--- config.mk ---
export PLATFORM = sky130hd
export DESIGN_NAME = root_hub
export DESIGN_NICKNAME = d
export VERILOG_FILES = /design/src/root_hub_pkg.sv /design/src/decode_controller.sv /design/src/hub_fifo.sv /design/src/hub_router.sv /design/src/root_hub.sv
export VERILOG_INCLUDE_DIRS = /design/src
export SDC_FILE = /design/constraint.sdc
export NUM_CORES = 1
export LEC_CHECK = 0
export BUFFER_PORTS_ARGS = -buffer_cell sky130_fd_sc_hd__buf_2
export CAP_MARGIN = 10
export CORE_MARGIN = 1.5
export CORE_UTILIZATION = 35
export DETAILED_ROUTE_END_ITERATION = 8
export SLEW_MARGIN = 20
export SYNTH_ARGS = -nofsm -noshare
export SYNTH_HDL_FRONTEND = slang
export SYNTH_SLANG_ARGS = --single-unit
--- constraint.sdc ---
create_clock -name clk -period 10.2 [get_ports clk]
set_input_delay 2.04 -clock clk [delete_from_list [all_inputs] [get_ports clk]]
set_output_delay 2.04 -clock clk [all_outputs]
set_load 0.005 [all_outputs]
--- src/root_hub_settings.svh ---
`ifndef ROOT_HUB_SETTINGS_SVH
`define ROOT_HUB_SETTINGS_SVH

// channel and array sizing
`define HUB_NUM_LEAVES 3
`define HUB_WORD_WIDTH 64
`define HUB_FIFO_DEPTH 16

// test cases per run
`define HUB_MAX_COUNT 6

// header field values
`define HUB_BROADCAST_DEST 8'hff
`define HUB_ROOT_ID 8'hff

// message type codes, byte 5 of a word
`define HUB_MSG_START 8'h01
`define HUB_MSG_HEADER 8'h02
`define HUB_MSG_RESULT 8'h03

`endif

--- src/root_hub_pkg.sv ---
`include "root_hub_settings.svh"

package root_hub_pkg;

    // one channel word, byte 7 dest, byte 6 src, byte 5 type
    typedef logic [`HUB_WORD_WIDTH-1:0] hub_word_t;

    typedef logic [7:0] hub_byte_t;     // one header field

    typedef logic [15:0] cycles_t;      // result bits 39:24
    typedef logic [7:0] iterations_t;   // result bits 47:40

    typedef logic [31:0] case_count_t;

    // one bit per leaf channel
    typedef logic [`HUB_NUM_LEAVES-1:0] leaf_mask_t;

    // decode controller states
    typedef enum logic [1:0] {
        idle,
        start_decoding,
        measurement_data,
        wait_for_result
    } ctrl_state_t;

endpackage

--- src/decode_controller.sv ---
`timescale 1ns/1ps
`include "root_hub_settings.svh"

module decode_controller (
    input  logic                         clk,
    input  logic                         reset,
    input  logic                         multi_fpga_run,

    // broadcast stream toward the leaves
    output root_hub_pkg::hub_word_t      tx_data,
    output logic                         tx_valid,
    input  logic                         tx_ready,

    // result stream from the leaves
    input  root_hub_pkg::hub_word_t      rx_data,
    input  logic                         rx_valid,
    output logic                         rx_ready,

    output logic                         result_valid,
    output root_hub_pkg::hub_byte_t      result_leaf,
    output root_hub_pkg::cycles_t        result_cycles,
    output root_hub_pkg::iterations_t    result_iterations,
    output root_hub_pkg::case_count_t    test_case,
    output logic                         done
);

    localparam int PAD_W = `HUB_WORD_WIDTH - 24;

    root_hub_pkg::ctrl_state_t state;
    root_hub_pkg::hub_byte_t   fpga_count;   // results seen this case
    logic                      multi_latched;
    logic                      cases_left;
    logic                      last_result;

    assign cases_left  = (test_case < root_hub_pkg::case_count_t'(`HUB_MAX_COUNT));
    assign last_result = multi_latched ||
                         (fpga_count == root_hub_pkg::hub_byte_t'(`HUB_NUM_LEAVES - 1));

    always_ff @(posedge clk) begin
        if (reset) begin
            state         <= root_hub_pkg::idle;
            test_case     <= '0;
            fpga_count    <= '0;
            multi_latched <= 1'b0;
            result_valid  <= 1'b0;
            done          <= 1'b0;
        end else begin
            result_valid <= 1'b0;
            case (state)
                root_hub_pkg::idle: begin
                    if (tx_ready && cases_left) begin
                        state         <= root_hub_pkg::start_decoding;
                        test_case     <= test_case + 1'b1;
                        multi_latched <= multi_fpga_run;    // held for the whole case
                        fpga_count    <= '0;
                    end
                    if (!cases_left) begin
                        done <= 1'b1;
                    end
                end
                root_hub_pkg::start_decoding: begin
                    if (tx_ready) begin
                        state <= root_hub_pkg::measurement_data;
                    end
                end
                root_hub_pkg::measurement_data: begin
                    if (tx_ready) begin
                        state <= root_hub_pkg::wait_for_result;
                    end
                end
                root_hub_pkg::wait_for_result: begin
                    if (rx_valid) begin
                        fpga_count   <= fpga_count + 1'b1;
                        result_valid <= 1'b1;
                        if (last_result) begin
                            state <= root_hub_pkg::idle;
                        end
                    end
                end
                default: state <= root_hub_pkg::idle;
            endcase
        end
    end

    // result fields, qualified by result_valid
    always_ff @(posedge clk) begin
        if (rx_valid && rx_ready) begin
            result_leaf       <= rx_data[55:48];    // source byte
            result_cycles     <= rx_data[39:24];
            result_iterations <= rx_data[47:40];
        end
    end

    always_comb begin
        tx_data  = '0;
        tx_valid = 1'b0;
        rx_ready = 1'b0;
        case (state)
            root_hub_pkg::start_decoding: begin
                tx_data  = {`HUB_BROADCAST_DEST, `HUB_ROOT_ID, `HUB_MSG_START,
                            {(PAD_W - 1){1'b0}}, multi_latched};
                tx_valid = 1'b1;
            end
            root_hub_pkg::measurement_data: begin
                tx_data  = {`HUB_BROADCAST_DEST, `HUB_ROOT_ID, `HUB_MSG_HEADER,
                            {PAD_W{1'b0}}};
                tx_valid = 1'b1;
            end
            root_hub_pkg::wait_for_result: rx_ready = 1'b1;
            default: ;
        endcase
    end

endmodule

--- src/hub_fifo.sv ---
`timescale 1ns/1ps

module hub_fifo #(
    parameter int WIDTH = 64,
    parameter int DEPTH = 4
) (
    input  logic             clk,
    input  logic             reset,
    input  logic [WIDTH-1:0] input_data,
    input  logic             input_valid,
    output logic             input_ready,
    output logic [WIDTH-1:0] output_data,
    output logic             output_valid,
    input  logic             output_ready
);

    localparam int PTR_W = (DEPTH > 1) ? $clog2(DEPTH) : 1;
    localparam int CNT_W = $clog2(DEPTH + 1);

    logic [WIDTH-1:0] mem [DEPTH];

    logic [PTR_W-1:0] wr_ptr;
    logic [PTR_W-1:0] rd_ptr;
    logic [CNT_W-1:0] count;
    logic [CNT_W-1:0] count_next;
    logic             push;
    logic             pop;

    assign push = input_valid && input_ready;
    assign pop  = output_valid && output_ready;

    // first word falls through
    assign output_valid = (count != '0);
    assign output_data  = mem[rd_ptr];

    always_comb begin
        case ({push, pop})
            2'b10:   count_next = count + CNT_W'(1);
            2'b01:   count_next = count - CNT_W'(1);
            default: count_next = count;
        endcase
    end

    always_ff @(posedge clk) begin
        if (reset) begin
            wr_ptr      <= '0;
            rd_ptr      <= '0;
            count       <= '0;
            input_ready <= 1'b0;    // comes up one cycle after reset
        end else begin
            count       <= count_next;
            input_ready <= (count_next != CNT_W'(DEPTH));
            if (push) begin
                wr_ptr <= (wr_ptr == PTR_W'(DEPTH - 1)) ? '0 : wr_ptr + PTR_W'(1);
            end
            if (pop) begin
                rd_ptr <= (rd_ptr == PTR_W'(DEPTH - 1)) ? '0 : rd_ptr + PTR_W'(1);
            end
        end
    end

    // storage
    always_ff @(posedge clk) begin
        if (push) begin
            mem[wr_ptr] <= input_data;
        end
    end

endmodule

--- src/hub_router.sv ---
`timescale 1ns/1ps
`include "root_hub_settings.svh"

module hub_router (
    input  logic clk,
    input  logic reset,

    // root side, down path in
    input  root_hub_pkg::hub_word_t                         root_in_data,
    input  logic                                            root_in_valid,
    output logic                                            root_in_ready,

    // root side, up path out
    output root_hub_pkg::hub_word_t                         root_out_data,
    output logic                                            root_out_valid,
    input  logic                                            root_out_ready,

    // leaf side, up path in
    input  root_hub_pkg::hub_word_t [`HUB_NUM_LEAVES-1:0]   leaf_in_data,
    input  root_hub_pkg::leaf_mask_t                        leaf_in_valid,
    output root_hub_pkg::leaf_mask_t                        leaf_in_ready,

    // leaf side, down path out
    output root_hub_pkg::hub_word_t [`HUB_NUM_LEAVES-1:0]   leaf_out_data,
    output root_hub_pkg::leaf_mask_t                        leaf_out_valid,
    input  root_hub_pkg::leaf_mask_t                        leaf_out_ready
);

    localparam int N     = `HUB_NUM_LEAVES;
    localparam int IDX_W = (N > 1) ? $clog2(N) : 1;

    root_hub_pkg::hub_byte_t  dest;
    root_hub_pkg::leaf_mask_t target;
    root_hub_pkg::leaf_mask_t served;
    root_hub_pkg::leaf_mask_t accepted;
    root_hub_pkg::leaf_mask_t finished;

    logic [IDX_W-1:0] last_grant;
    logic [IDX_W-1:0] grant_idx;
    logic             grant_found;
    int               cand;

    // downstream

    assign dest = root_in_data[`HUB_WORD_WIDTH-1 -: 8];

    always_comb begin
        target = '0;
        if (dest == `HUB_BROADCAST_DEST) begin
            target = '1;
        end else begin
            for (int i = 0; i < N; i++) begin
                if (dest == root_hub_pkg::hub_byte_t'(i)) begin
                    target[i] = 1'b1;
                end
            end
        end
    end

    always_comb begin
        for (int i = 0; i < N; i++) begin
            leaf_out_data[i] = root_in_data;
        end
    end

    assign leaf_out_valid = {N{root_in_valid}} & target & ~served;
    assign accepted       = leaf_out_valid & leaf_out_ready;
    assign finished       = served | accepted | ~target;

    // retire once every addressed leaf has the word
    assign root_in_ready = root_in_valid && (&finished);

    always_ff @(posedge clk) begin
        if (reset) begin
            served <= '0;
        end else if (root_in_valid && root_in_ready) begin
            served <= '0;
        end else if (root_in_valid) begin
            served <= served | accepted;
        end
    end

    // upstream, round robin starting after the last grant

    always_comb begin
        grant_found = 1'b0;
        grant_idx   = last_grant;
        cand        = 0;
        for (int off = 1; off <= N; off++) begin
            cand = (int'(last_grant) + off) % N;
            if (!grant_found && leaf_in_valid[cand]) begin
                grant_found = 1'b1;
                grant_idx   = IDX_W'(cand);
            end
        end
    end

    assign root_out_valid = grant_found;
    assign root_out_data  = leaf_in_data[grant_idx];

    always_comb begin
        leaf_in_ready = '0;
        if (grant_found && root_out_ready) begin
            leaf_in_ready[grant_idx] = 1'b1;
        end
    end

    always_ff @(posedge clk) begin
        if (reset) begin
            last_grant <= IDX_W'(N - 1);    // leaf 0 goes first
        end else if (root_out_valid && root_out_ready) begin
            last_grant <= grant_idx;
        end
    end

endmodule

--- src/root_hub.sv ---
`timescale 1ns/1ps
`include "root_hub_settings.svh"

module root_hub (
    input  logic                                            clk,
    input  logic                                            reset,
    input  logic                                            multi_fpga_run,

    output root_hub_pkg::hub_word_t [`HUB_NUM_LEAVES-1:0]   down_tx_data,
    output root_hub_pkg::leaf_mask_t                        down_tx_valid,
    input  root_hub_pkg::leaf_mask_t                        down_tx_ready,

    input  root_hub_pkg::hub_word_t [`HUB_NUM_LEAVES-1:0]   up_rx_data,
    input  root_hub_pkg::leaf_mask_t                        up_rx_valid,
    output root_hub_pkg::leaf_mask_t                        up_rx_ready,

    output logic                                            result_valid,
    output root_hub_pkg::hub_byte_t                         result_leaf,
    output root_hub_pkg::cycles_t                           result_cycles,
    output root_hub_pkg::iterations_t                       result_iterations,
    output root_hub_pkg::case_count_t                       test_case,
    output logic                                            done
);

    // controller to controller_fifo
    root_hub_pkg::hub_word_t ctrl_tx_data;
    logic                    ctrl_tx_valid;
    logic                    ctrl_tx_ready;

    // controller_fifo to router
    root_hub_pkg::hub_word_t root_in_data;
    logic                    root_in_valid;
    logic                    root_in_ready;

    // router to parent_fifo
    root_hub_pkg::hub_word_t root_out_data;
    logic                    root_out_valid;
    logic                    root_out_ready;

    // parent_fifo to controller
    root_hub_pkg::hub_word_t ctrl_rx_data;
    logic                    ctrl_rx_valid;
    logic                    ctrl_rx_ready;

    decode_controller i_decode_controller (
        .clk               (clk),
        .reset             (reset),
        .multi_fpga_run    (multi_fpga_run),
        .tx_data           (ctrl_tx_data),
        .tx_valid          (ctrl_tx_valid),
        .tx_ready          (ctrl_tx_ready),
        .rx_data           (ctrl_rx_data),
        .rx_valid          (ctrl_rx_valid),
        .rx_ready          (ctrl_rx_ready),
        .result_valid      (result_valid),
        .result_leaf       (result_leaf),
        .result_cycles     (result_cycles),
        .result_iterations (result_iterations),
        .test_case         (test_case),
        .done              (done)
    );

    hub_fifo #(
        .WIDTH (`HUB_WORD_WIDTH),
        .DEPTH (`HUB_FIFO_DEPTH)
    ) controller_fifo (
        .clk          (clk),
        .reset        (reset),
        .input_data   (ctrl_tx_data),
        .input_valid  (ctrl_tx_valid),
        .input_ready  (ctrl_tx_ready),
        .output_data  (root_in_data),
        .output_valid (root_in_valid),
        .output_ready (root_in_ready)
    );

    hub_fifo #(
        .WIDTH (`HUB_WORD_WIDTH),
        .DEPTH (`HUB_FIFO_DEPTH)
    ) parent_fifo (
        .clk          (clk),
        .reset        (reset),
        .input_data   (root_out_data),
        .input_valid  (root_out_valid),
        .input_ready  (root_out_ready),
        .output_data  (ctrl_rx_data),
        .output_valid (ctrl_rx_valid),
        .output_ready (ctrl_rx_ready)
    );

    hub_router i_hub_router (
        .clk            (clk),
        .reset          (reset),
        .root_in_data   (root_in_data),
        .root_in_valid  (root_in_valid),
        .root_in_ready  (root_in_ready),
        .root_out_data  (root_out_data),
        .root_out_valid (root_out_valid),
        .root_out_ready (root_out_ready),
        .leaf_in_data   (up_rx_data),
        .leaf_in_valid  (up_rx_valid),
        .leaf_in_ready  (up_rx_ready),
        .leaf_out_data  (down_tx_data),
        .leaf_out_valid (down_tx_valid),
        .leaf_out_ready (down_tx_ready)
    );

endmodule

# After elaboration in Yosys (flattened, before gate mapping)
# Memory sizes are Yosys's and may differ from the RTL's. A register that Yosys moved wholly into a read port is not among the register bits.
# Cells that the tools add are included.
[word_totals]
output_inout_bits = 264
register_bits = 78
wordCells = 145
inputBits = 201
mem_bits_rw = 2048
mem_count = 2
[memory_table]
columns = ["memory", "words", "word_bits", "rd", "rd_clocked_by_memory_dff", "wr", "line_no", "source"]
rows = [
  ["controller_fifo.mem", 16, 64, 1, 1, 1, "hub_fifo.sv:20", "logic [WIDTH-1:0] mem [DEPTH];"],
  ["parent_fifo.mem", 16, 64, 1, 1, 1, "hub_fifo.sv:20", ""],
]
[classes]
bitwise_logic = 9
n_mux = 49
magnitude_cmp = 6
n_reduce_logical = 25
n_div = 3
n_eq_ne = 22
add_sub_neg = 13
[ops]
columns = ["operator", "n"]
rows = [
  ["binary-select mux 64 bit (select 2 bit)", 1],
  ["one-hot mux 64 bit (2 select lines)", 1],
  ["less-than comparator 32 x 4 -> 1 bit (second input constant)", 3],
  ["modulo 32 x 3 -> 32 bit (second input constant)", 3],
  ["2-to-1 mux 64 bit", 1],
  ["adder 32 x 1 -> 32 bit (second input constant)", 1],
  ["less-than comparator 32 x 3 -> 1 bit (second input constant)", 1],
  ["2-to-1 mux 4 bit", 6],
  ["2-to-1 mux 1 bit", 20],
  ["one-hot mux 5 bit (2 select lines)", 2],
  ["adder 4 x 1 -> 4 bit (second input constant)", 4],
  ["== test 4 bit (second input constant)", 4],
  ["== test 8 x 2 -> 1 bit (second input constant)", 2],
  ["2-to-1 mux 2 bit", 8],
  ["2-to-1 mux 8 bit", 2],
  ["one-hot mux 8 bit (2 select lines)", 1],
  ["adder 5 x 1 -> 5 bit (second input constant)", 2],
  ["!= test 2 x 1 -> 1 bit (second input constant)", 5],
  ["!= test 5 bit (second input constant)", 2],
  ["nonzero test 5 bit", 2],
  ["subtractor 5 x 1 -> 5 bit (second input constant)", 2],
  ["AND 3 bit", 3],
  ["logical AND 1 bit", 9],
  ["adder 8 x 1 -> 8 bit (second input constant)", 1],
  ["other kinds (24)", 41],
]

# Depth between registers and ports, before layout
# Gate-level depths: netlist (run 1).
[depth]
ltp_word = 17
mapped_depth = 16
ltp_nobuf = 15

# Hierarchy
# A second synthesis (run 1) with hierarchy kept.
[unflattened]
cells_unflattened = 3934
hier_area_um2 = 86392.9
[modules_own_cells]
columns = ["mod", "n_inst", "seq_area_each_um2", "cells_each", "area_per_inst_um2"]
rows = [
  ["hub_fifo (controller_fifo)", 1, 31109.8, 1531, 39507.9],
  ["hub_fifo (parent_fifo)", 1, 31109.8, 1534, 39475.4],
  ["hub_router", 1, 100.1, 601, 4205.3],
  ["decode_controller", 1, 1861.8, 268, 3204.3],
]

# Worst setup path before layout (run 1)
# OpenSTA, ideal clock, no wires.
[synth_path]
path_kind = "input to register"
from = "in up_rx_valid[1]"
to = "mem parent_fifo.mem[3][24] (enable)"
cell_stages = 7
setup_ps = 461
path_buffers = 2
required_time_ps = 9739
setup_slack_ps = 4424
t_arrival_ps = 5315
path_cell_list = "buf_2 > nor2_1 > maj3_1 > a21oi_1 > buf_2 > nand2_1 > nor3_1"
[synth_between]
elab_chain_len = 13
word_cells_on_any_way = 19
cone_classes = "14 x mux; 5 x reduce/logical"
[synth_lines]
columns = ["item", "line_no", "source"]
rows = [
  ["start, declared", "root_hub.sv:14", "input root_hub_pkg::leaf_mask_t up_rx_valid,"],
  ["binary-select mux 1 bit (select 2 bit)", "hub_router.sv:91", "if (!grant_found && leaf_in_valid[cand]) begin"],
  ["2-to-1 mux 1 bit (not written as such) (2 in series)", "hub_router.sv:91", ""],
  ["2-to-1 mux 1 bit", "hub_router.sv:91", ""],
  ["logical NOT 1 bit", "hub_router.sv:91", ""],
  ["logical AND 1 bit", "hub_router.sv:91", ""],
  ["2-to-1 mux 1 bit", "hub_router.sv:91", ""],
  ["logical NOT 1 bit", "hub_router.sv:91", ""],
  ["logical AND 1 bit", "hub_router.sv:91", ""],
  ["2-to-1 mux 1 bit (*)", "hub_router.sv:91", ""],
  ["logical AND 1 bit (*)", "hub_fifo.sv:29", "assign push = input_valid && input_ready;"],
  ["2-to-1 mux 1 bit (*)", "hub_fifo.sv:64", "if (push) begin"],
  ["2-to-1 mux 1 bit (not written as such) (*)", "hub_fifo.sv:65", "mem[wr_ptr] <= input_data;"],
  ["end, declared", "hub_fifo.sv:20", ""],
]
# Every way passes the cells marked *; elsewhere a longest branch is shown, timed or not. The select of a mux whose other input is x is not followed.

# Final worst setup path (run 1)
[layout_path]
from = "in up_rx_valid[1]"
to = "out up_rx_ready[1]"
[layout_between]
elab_chain_len = 15
word_cells_on_any_way = 26
cone_classes = "2 x order compare; 18 x mux; 6 x reduce/logical"
[layout_lines]
columns = ["item", "line_no", "source"]
rows = [
  ["binary-select mux 1 bit (select 2 bit)", "hub_router.sv:91", ""],
  ["2-to-1 mux 1 bit (not written as such) (2 in series)", "hub_router.sv:91", ""],
  ["2-to-1 mux 1 bit", "hub_router.sv:91", ""],
  ["logical NOT 1 bit", "hub_router.sv:91", ""],
  ["logical AND 1 bit", "hub_router.sv:91", ""],
  ["2-to-1 mux 1 bit", "hub_router.sv:91", ""],
  ["logical NOT 1 bit", "hub_router.sv:91", ""],
  ["logical AND 1 bit", "hub_router.sv:91", ""],
  ["2-to-1 mux 2 bit", "hub_router.sv:91", ""],
  ["less-than comparator 2 x 3 -> 1 bit (not written as such) / greater-or-equal comparator 2 x 1 -> 1 bit (equally long branches)", "hub_router.sv:104", "leaf_in_ready[grant_idx] = 1'b1;"],
  ["logical AND 1 bit (not written as such)", "hub_router.sv:104", ""],
  ["2-to-1 mux 1 bit (not written as such)", "hub_router.sv:104", ""],
  ["demux 1 bit (select 2 bit)", "--", ""],
  ["2-to-1 mux 3 bit (*)", "hub_router.sv:103", "if (grant_found && root_out_ready) begin"],
  ["end, declared", "root_hub.sv:15", "output root_hub_pkg::leaf_mask_t up_rx_ready,"],
]
# Marked as above.

==> results of run 1 <==
[cells in the final DEF (no fill, tap or decap), drive strengths merged, types with 28 or more instances in the layout]
cell,n
ha,28
nor2,69
o2bb2ai,32
mux4,179
buf,260
edfxtp,608
mux2i,41
nor2b,35
dfxtp,82
clkbuf,88
conb,135
nand2,31
clkinv,30
[kinds of logic (layout without fill, tap and decap cells)]
kind of cell | Yosys count | after routing | share of synthesized area (%)
flip-flops | 690 | 690 | 69.1
multiplexers | 221 | 221 | 15.5
buffers and inverters | 283 | 410 | 6.40
adder cells (fa/ha/maj) | 31 | 31 | 1.39
AND/OR/NAND/NOR | 210 | 210 | 3.68
other | 1 | 135 | 0.0130
XOR/XNOR | 25 | 25 | 0.760
AO/OA/AOI/OAI | 97 | 97 | 3.14
[per-stage QoR]
step           hold slack [ns]  cell area (um2)  util [%]  power [mW]
3_3_place_gp             0.438            30400      37.2        4.43
2_1_floorplan            0.442            29300         -        4.28
4_1_cts                  0.455            32700      40.0        7.04
6_report                 0.450            32800      40.1        6.97
5_1_grt                  0.481            32800      40.1        7.25
3_5_place_dp             0.445            30400      37.2        4.47
[layout make-up]
cell class                 count  share of cell area (%)
tap                         1070                    4.08
multi-input combinational    719                    23.5
clock inverter                40                    1.32
timing repair buffer         260                    4.34
inverter                      22                   0.252
sequential                   690                    60.7
clock buffer                  88                    5.77
[worst min-delay path, stage by stage (launching register included)]
cell and delay, ns:
dfxtp_1 0.30, inv_1 0.05, a21oi_1 0.05
[power breakdown]
group,switching (mW),internal [mW]
logic,0.606,0.390
registers,0.0624,3.35
clock network,1.10,1.47
total,1.77,5.21
[metal layers]
metal	track usage, %	wire (um)
met1	17.9	25100
met2	25.4	31700
met3	2.44	2850
met4	4.94	1480
met5	0	0
[path summary, 6_finish.rpt]
path,from,end,slack [ns],cells after the start
setup / recovery,up_rx_valid[1],up_rx_ready[1],3.84,8
hold / removal,i_decode_controller.done,i_decode_controller.done,0.45,2
setup reg to reg,i_hub_router.last_grant[0],parent_fifo.mem[11][32],5.85,10
hold reg to reg,i_decode_controller.done,i_decode_controller.done,0.45,2
[sequential cells by signal, indices dropped and copies added (netlist names), 2 cells and up, named ones only]
| register | cells |
|---|---|
| controller_fifo.count | 5 |
| controller_fifo.mem | 64 |
| controller_fifo.rd_ptr | 4 |
| controller_fifo.wr_ptr | 4 |
| i_decode_controller.fpga_count | 8 |
| i_decode_controller.result_cycles | 16 |
| i_decode_controller.result_iterations | 8 |
| i_decode_controller.result_leaf | 8 |
| i_decode_controller.state | 2 |
| i_decode_controller.test_case | 32 |
| i_hub_router.last_grant | 2 |
| i_hub_router.served | 3 |
| parent_fifo.count | 5 |
| parent_fifo.mem | 512 |
| parent_fifo.rd_ptr | 4 |
| parent_fifo.wr_ptr | 4 |
==> results by group, run 1 <==
Worst hold path
  – Tightest Hold Check Type: register to register

Drt
  – DRC errors left: 0
  – DR iter-0 viols: 1170
  – Vias: roughly 14000
  – Average wire per standard cell: about 21 um
  – Post-route ant nets: 0
  – Vias per cell: 4.86
  – 1st-pass router iterations: 4
  – Routed WL: around 60000 um

Placed design
  – Routability congestion estimate from global placement: around 0.77
  – DP Worst Slack: around 3.8 ns
  – Input/output buffers: approximately 230
  – Cell count after placement: 2759
  – Hpwl dp: 34500 um

Clocking
  – H-Tree Depth: 3
  – Post-CTS sizing: 0
  – Cts hold-fix bufs: 0
  – Clk sinks: about 700
  – CTS tree: yes
  – Cts bufs inserted: 70
  – Clock-pin slew on the worst setup and hold paths: around 0.06 ns
  – CTS max path bufs: 3
  – Clock root cell: clkbuf_16
  – Worst skew pair latency: about 0.63 ns
  – Postcts setup bufs: 0

Cells and area
  – # diodes: 0
  – Fill count: approximately 7400
  – Area occupied by multi-input gates: 0.00770 mm2
  – Fin cells: around 2900
  – Sequential cell area: about 0.020 mm2
  – Synth-to-layout area growth: 13.8%
  – Final nets: around 2000
  – Layout cells sized above 1: approximately a third

STA
  – Maximum clock rate: between 150 and 200 MHz
  – Final Hold Vio Count: 0
  – Final worst slack: around 3.8 ns
  – # setup viols final: 0
  – Slew HR: around a third
  – Fin. max-slew vios: 0
  – Tcrit/Tclk final: 62.4%
  – Clk_skew: a little over 0.05 ns
  – Minimum clock period after layout: 6.36 ns
  – RSZ-0062 raised after global routing: false
  – Sum Neg Setup Slack: 0 ns
  – Worst-Margin Slew: 1.01 ns

Synth
  – Synth cell types: 63
  – Ranking of synthesized cells by area: edfxtp_1, mux4_2, dfxtp_1
  – Cell Area, Synth: roughly 0.029 mm2
  – Post-synth top area share: a little under two thirds
  – Yosys warns: 0
  – Mean Syn Cell Area: around 18 um2
  – Synth area leader: edfxtp_1
  – Register area share after synthesis: 69.1%
  – Post-synth EDFFs: slightly above 600
  – Post-synth ARST share: 0%
  – Most instantiated library cell after synthesis: edfxtp_1
  – Ys flop type: edfxtp_1
  – Flop and latch count out of synthesis: 690
  – Post-synth top cells: edfxtp_1, buf_4, mux4_2
  – Syn Inst Count: 1558

Global routing
  – First-pass GRT wire length: ~90000 um
  – Initial antenna violation count: 0
  – Total gr overflow: 0
  – GRT Util Overall: 14.4%
  – Largest net degree at the start of global routing: 100
  – Vias in the first global route: between 10000 and 15000

Pwr
  – Maximum VDD drop: ~0.00011 V
  – Leak Pwr: around 11 nW
  – PwrDens: 213 mW/mm2

Critical path
  – Startpoint Class: input pin
  – Critical path fanouts, max: 11
  – Crit path max-delay family: compound AO/OA/AOI/OAI gates
  – Critical path buffers and inverters: 4
  – Crit-path max cell delay: 0.78 ns
  – Worst path slowest cell: a21oi_1
  – Worst-path cell chain: buf_2 -> nor2_1 -> maj3_1 -> a21oi_1 -> inv_1 -> or3_1 -> inv_1 -> buf_2
  – Element type at the critical path end: output pin
  – CP Data Arrival Time: 4.32 ns
  – Critical path class: input pin to output pin
  – Req. time, crit path: about 8.2 ns

Floorplanning
  – Initial core utilization: approximately a third
  – # IOs: around 470
  – Core area: 0.0817 mm2
  – Die Footprint: around 0.084 mm2
  – Die Wd: between 200 and 300 um
  – Site Rows: 105
  – Die H: approximately 290 um

Job
  – Max Cap Viol: 0

Status
  – Status: complete, no violations
Note: power is estimated with default switching activity, not from simulation.
==> run 2: changes to the inputs <==
- clock period: 10.2 -> 5.49 ns (I/O delays scaled with it)
==> run 2 against run 1 <==
Hold slack improved by 0.0015 ns; largest cell class unchanged; critical path depth rose by 2; first-iteration DRC count fell by 12%; global-route usage barely moved; clock power rose by 84%; die area did not move; power rose by 85%; final cell count rose by 0.66%; core utilization rose by 0.084 points; combinational power rose by 87%; routed wire length fell by 0.17%.
==> results by group, run 2 (same netlist as run 1, synthesis figures left out) <==
Status
  – Status: complete, no violations

STA
  – Slew HR: around a third
  – RSZ-0062 raised after global routing: false
  – Fin. max-slew vios: 0
  – Minimum clock period after layout: around 4.4 ns
  – # setup viols final: 0
  – Final worst slack: approximately 1.1 ns
  – Tcrit/Tclk final: about 80%
  – Sum Neg Setup Slack: 0 ns
  – Worst-Margin Slew: between 1 and 1.5 ns
  – Maximum clock rate: around 230 MHz
  – Clk_skew: around 0.04 ns
  – Final Hold Vio Count: 0

Worst hold path
  – Hold Crit Start: i_decode_controller.done
  – Hold path depth: 2
  – Tightest Hold Check Type: register to register
  – Hold endpoint: i_decode_controller.done

Drt
  – 1st-pass router iterations: 5
  – Post-route ant nets: 0
  – Vias: 14100
  – Routed WL: roughly 61000 um
  – Average wire per standard cell: about 21 um
  – DR iter-0 viols: between 1000 and 1500
  – Vias per cell: roughly 4.8
  – DRC errors left: 0

Global routing
  – Total gr overflow: 0
  – Vias in the first global route: between 10000 and 15000
  – Initial antenna violation count: 0
  – First-pass GRT wire length: between 90000 and 100000 um
  – Largest net degree at the start of global routing: 84
  – GRT Util Overall: between 10% and 20%

Pwr
  – Power Internal: approximately 9.6 mW
  – Power Total: around 13 mW
  – Maximum VDD drop: ~0.00020 V
  – Leak Pwr: approximately 11 nW
  – Sw power: roughly 3.3 mW
  – Clock Power Share: a little under two fifths
  – Switching Share: around 26%
  – Sequential share of power: around 50%
  – Comb power frac: between 10 and 15%
  – PwrDens: 393 mW/mm2

Critical path
  – CP Data Arrival Time: 3.31 ns
  – Startpoint Class: register
  – R2r setup slk: ~1.5 ns
  – Worst R2R Path Depth: 13
  – Critical path fanouts, max: 31
  – Critical R2R Capture: controller_fifo.input_ready
  – Req. time, crit path: 4.39 ns
  – Element type at the critical path end: output pin
  – Critical path class: register to output pin

Clocking
  – Clk sinks: 690
  – Worst skew pair latency: approximately 0.63 ns
  – Postcts setup bufs: 0
  – Cts bufs inserted: 72
  – H-Tree Depth: 3
  – Clock-pin slew on the worst setup and hold paths: 0.06 ns
  – Post-CTS sizing: 0
  – CTS max path bufs: 3
  – Clock root cell: clkbuf_16
  – CTS tree: yes
  – Cts hold-fix bufs: 0

Floorplanning
  – Core area: about 0.082 mm2
  – Site Rows: around 110
  – # IOs: between 400 and 500
  – Die Footprint: ~0.084 mm2
  – Initial core utilization: between 30% and 40%
  – Die Wd: 290 um
  – Die H: 290 um

Cells and area
  – Max reg flops: between 500 and 600
  – # diodes: 0
  – Most flop-heavy register: parent_fifo.mem
  – Largest regs: parent_fifo.mem x512, controller_fifo.mem x64, i_decode_controller.test_case x32
  – Fin cells: roughly 2900
  – Synth-to-layout area growth: 14.1%
  – Commonest cells after routing, fill and taps aside: edfxtp_1, buf_2, mux4_2, conb_1, dfxtp_1
  – Post-Route Utilization: 40.2%
  – Most common cell after layout, fill and taps aside: edfxtp_1
  – Final nets: 2011
  – Layout cells sized above 1: between 30% and 40%

Placed design
  – Input/output buffers: 233
  – Hpwl dp: between 30000 and 40000 um
  – Routability congestion estimate from global placement: around 0.75
  – Cell count after placement: about 2800
  – DP Worst Slack: around 1.0 ns

Job
  – Max Cap Viol: 0
[run 2: cell types whose count changed in the layout (fill, tap and decap cells not counted), sizes merged]
cell | previous run | this run
buf | 260 | 275
clkinvlp | 1 | 5
bufinv | 5 | 4
clkbuf | 88 | 89
clkinv | 30 | 31
inv | 26 | 25
[run 2: power groups by stage]
stage / clock, mW / combinational (mW) / sequential (mW)
4_1_cts: 4.86 / 1.90 / 6.32
2_1_floorplan: 0 / 1.57 / 6.38
5_1_grt: 5.05 / 2.06 / 6.34
3_3_place_gp: 0 / 1.82 / 6.42
6_report: 4.74 / 1.86 / 6.31
3_5_place_dp: 0 / 1.89 / 6.43
[run 2: how the worst max path moves through the flow]
stage | start | cells past startpoint | slack, ns | to
2_1_floorplan | up_rx_valid[1] | 7 | 0.66 | parent_fifo.mem[3][24]
3_3_place_gp | up_rx_valid[1] | 9 | 1.19 | parent_fifo.mem[8][33]
3_5_place_dp | up_rx_valid[1] | 9 | 1.03 | parent_fifo.mem[11][33]
4_1_cts | i_hub_router.last_grant[1] | 10 | 1.02 | up_rx_ready[0]
5_1_grt | i_hub_router.last_grant[1] | 10 | 0.79 | up_rx_ready[0]
6_report | i_hub_router.last_grant[1] | 10 | 1.08 | up_rx_ready[0]
[run 2: worst max-delay path, stage by stage, from the launching register on]
cell	delay (ns)
dfxtp_1	0.39
inv_1	0.06
ha_1	0.37
a22o_1	0.32
nor3_1	0.17
a31oi_1	0.06
o311a_2	0.46
buf_4	0.32
nand2b_1	0.23
nor2b_1	0.10
buf_2	0.19
[run 2: final cells by class]
cell class	instances	area (um2)
clock inverters	43	455
repair buffers	275	1510
inverters	22	82.6
flip-flops and latches	690	19900
clock buffers	89	1870
well taps	1070	1340
multi-input cells	719	7690
fillers	7322	48900
[run 2: metal layers]
layer | up-vias | wire (um) | GRT usage [%]
li1 | 6262 | - | -
met1 | 7341 | 25700 | 18.7
met2 | 404 | 31400 | 25.1
met3 | 69 | 2920 | 2.42
met4 | 0 | 1000 | 3.71
met5 | - | 0 | 0
[run 2: stage by stage]
stage | hold slack (ns) | cell area, um2
floorplan | 0.442 | 29300
global placement | 0.438 | 30500
detailed placement | 0.442 | 30500
CTS | 0.452 | 32800
global route | 0.480 | 32800
finish | 0.452 | 32800
==> run 3: changes to the inputs <==
- clock period: 5.49 -> 4.6 ns (I/O delays scaled with it)
==> run 3 against run 2 <==
Power rose by 20%; sequential share of layout area decreased by 0.39 points; global-route usage up 0.10 points; largest power group unchanged; die area unchanged; flip-flop and latch count unchanged; clock-buffer cell count fell by 8; largest cell class unchanged; worst setup slack lost 0.65 ns; first-iteration DRC count rose by 0.29%; clock power rose by 20%; combinational power rose by 20%; non-clock buffer count up 6; core utilization increased by 0.26 points.
==> results by group, run 3 (same netlist as run 1, synthesis figures left out) <==
Pwr
  – Leak Pwr: roughly 11 nW
  – Power Total: approximately 15 mW
  – PwrDens: approximately 470 mW/mm2
  – Maximum VDD drop: 0.000255 V

Drt
  – DR top layer: met4
  – Vias: roughly 14000
  – M1 WL: approximately 25000 um
  – DR iter-0 viols: between 1000 and 1500
  – DRC errors left: 0
  – Post-route ant nets: 0
  – Average wire per standard cell: around 21 um
  – Routed WL: 61600 um
  – Routed met3 length: 3090 um
  – 1st-pass router iterations: 7
  – Vias per cell: around 5
  – Met2 routed WL: approximately 32000 um

Clocking
  – Clock root cell: clkbuf_16
  – H-Tree Depth: 3
  – Post-CTS sizing: 0
  – Cts hold-fix bufs: 0
  – Cts bufs inserted: 71
  – CTS tree: yes
  – Clock-pin slew on the worst setup and hold paths: approximately 0.060 ns
  – Worst skew pair latency: between 0.6 and 0.7 ns
  – Postcts setup bufs: 0
  – Clk sinks: 690
  – CTS max path bufs: 3

Cells and area
  – Largest regs: parent_fifo.mem x512, controller_fifo.mem x64, i_decode_controller.test_case x32
  – Final nets: approximately 2000
  – Commonest cells after routing, fill and taps aside: edfxtp_1, buf_2, mux4_2, conb_1, dfxtp_1
  – Most common cell after layout, fill and taps aside: edfxtp_1
  – # diodes: 0
  – Synth-to-layout area growth: 14.8%
  – Final instance area: approximately 0.033 mm2
  – Layout cells sized above 1: between 30% and 40%
  – Max reg flops: around 510
  – Most flop-heavy register: parent_fifo.mem

STA
  – Worst-Margin Slew: 1.01 ns
  – Slew HR: about a third
  – Final Hold Vio Count: 0
  – Minimum clock period after layout: around 4.2 ns
  – Sum Neg Setup Slack: 0 ns
  – Tcrit/Tclk final: 90.6%
  – RSZ-0062 raised after global routing: false
  – # setup viols final: 0
  – Maximum clock rate: around 240 MHz
  – Final worst slack: 0.430 ns
  – Clk_skew: between 0.04 and 0.05 ns
  – Fin. max-slew vios: 0

Placed design
  – Routability congestion estimate from global placement: roughly 0.75
  – Hpwl dp: 36600 um
  – DP Worst Slack: 0.482 ns
  – Placed Area: between 0.03 and 0.04 mm2
  – Input/output buffers: between 200 and 250

Critical path
  – Worst path slowest cell: or4_1
  – Critical path class: register to output pin
  – CP Data Arrival Time: around 3.3 ns
  – Critical path buffers and inverters: 3
  – Worst-path cell chain: inv_1 -> ha_1 -> a22o_1 -> or4_1 -> nand3_1 -> mux2i_4 -> or3_1 -> inv_1 -> buf_2
  – Crit path max-delay family: simple AND/OR/NAND/NOR gates
  – Req. time, crit path: 3.68 ns
  – Element type at the critical path end: output pin
  – Startpoint Class: register
  – Crit-path max cell delay: between 0.4 and 0.5 ns
  – Critical path fanouts, max: 15
  – Most Frequent Cell on Critical Path: inv_1

Worst hold path
  – Tightest Hold Check Type: register to register

Floorplanning
  – # IOs: roughly 470
  – Site Rows: between 100 and 150
  – Die H: 290 um
  – Core area: 0.0817 mm2
  – Initial core utilization: about a third
  – Die Footprint: about 0.084 mm2
  – Die Wd: between 200 and 300 um

Global routing
  – Total gr overflow: 0
  – Vias in the first global route: 14500
  – Initial antenna violation count: 2
  – First-pass GRT wire length: just over 90000 um
  – GRT Util Overall: between 10% and 20%
  – Largest net degree at the start of global routing: just over 60

Job
  – Max Cap Viol: 0

Status
  – Status: complete, no violations
[run 3: cell types whose count changed in the layout (fill, tap and decap cells not counted), moves of 2 or more]
cell,previous run,this run
clkbuf_1,17,9
bufinv_16,4,6
nor3_2,4,0
clkinv_1,17,20
buf_4,40,34
buf_12,2,13
clkinv_2,8,6
clkinvlp_4,5,0
nor3_4,0,4
[run 3: layer usage]
layer,track usage (%),vias to the layer above
met2,25.5,415
met3,2.67,85
met5,0,-
li1,-,6270
met4,4.04,0
met1,18.3,7419
[run 3: report_power, final]
| group | leakage, nW | internal, mW | switching (mW) | total, mW |
|---|---|---|---|---|
| clock | 1.12 | 3.24 | 2.44 | 5.68 |
| sequential | 6.17 | 7.42 | 0.117 | 7.54 |
| combinational | 3.93 | 0.878 | 1.37 | 2.24 |
[run 3: metrics by stage]
stage / util (%) / hold WS [ns] / std cells
2_1_floorplan: - / 0.442 / 1692
3_3_place_gp: 37.6 / 0.440 / 2781
3_5_place_dp: 37.6 / 0.448 / 2781
4_1_cts: 40.4 / 0.457 / 2905
5_1_grt: 40.5 / 0.472 / 2906
6_report: 40.5 / 0.453 / 2906
[run 3: worst paths after layout]
path | start | to | depth (start not counted) | slack [ns]
setup reg to reg | i_hub_router.last_grant[0] | parent_fifo.mem[2][33] | 9 | 0.74
hold / removal | i_decode_controller.done | i_decode_controller.done | 2 | 0.45
setup / recovery | i_hub_router.last_grant[1] | up_rx_ready[1] | 9 | 0.43
hold reg to reg | i_decode_controller.done | i_decode_controller.done | 2 | 0.45
[run 3: worst reg2reg max path: cells and delay by family (launching register included)]
family                     cells  cell delay (ns)
AOI/OAI and AO/OA              3             1.12
adders and majority gates      1             0.41
buffers and inverters          2             0.44
DFF                            1             0.34
muxes                          2             0.85
and+or+nand+nor                1             0.37
[run 3: cell type report]
cell class | count | area (um2)
tap | 1070 | 1340
clock inverter | 43 | 497
inverter | 22 | 82.6
multi-input combinational | 719 | 7710
clock buffer | 81 | 1820
timing repair buffer | 281 | 1700
sequential | 690 | 19900
fill | 7274 | 48700
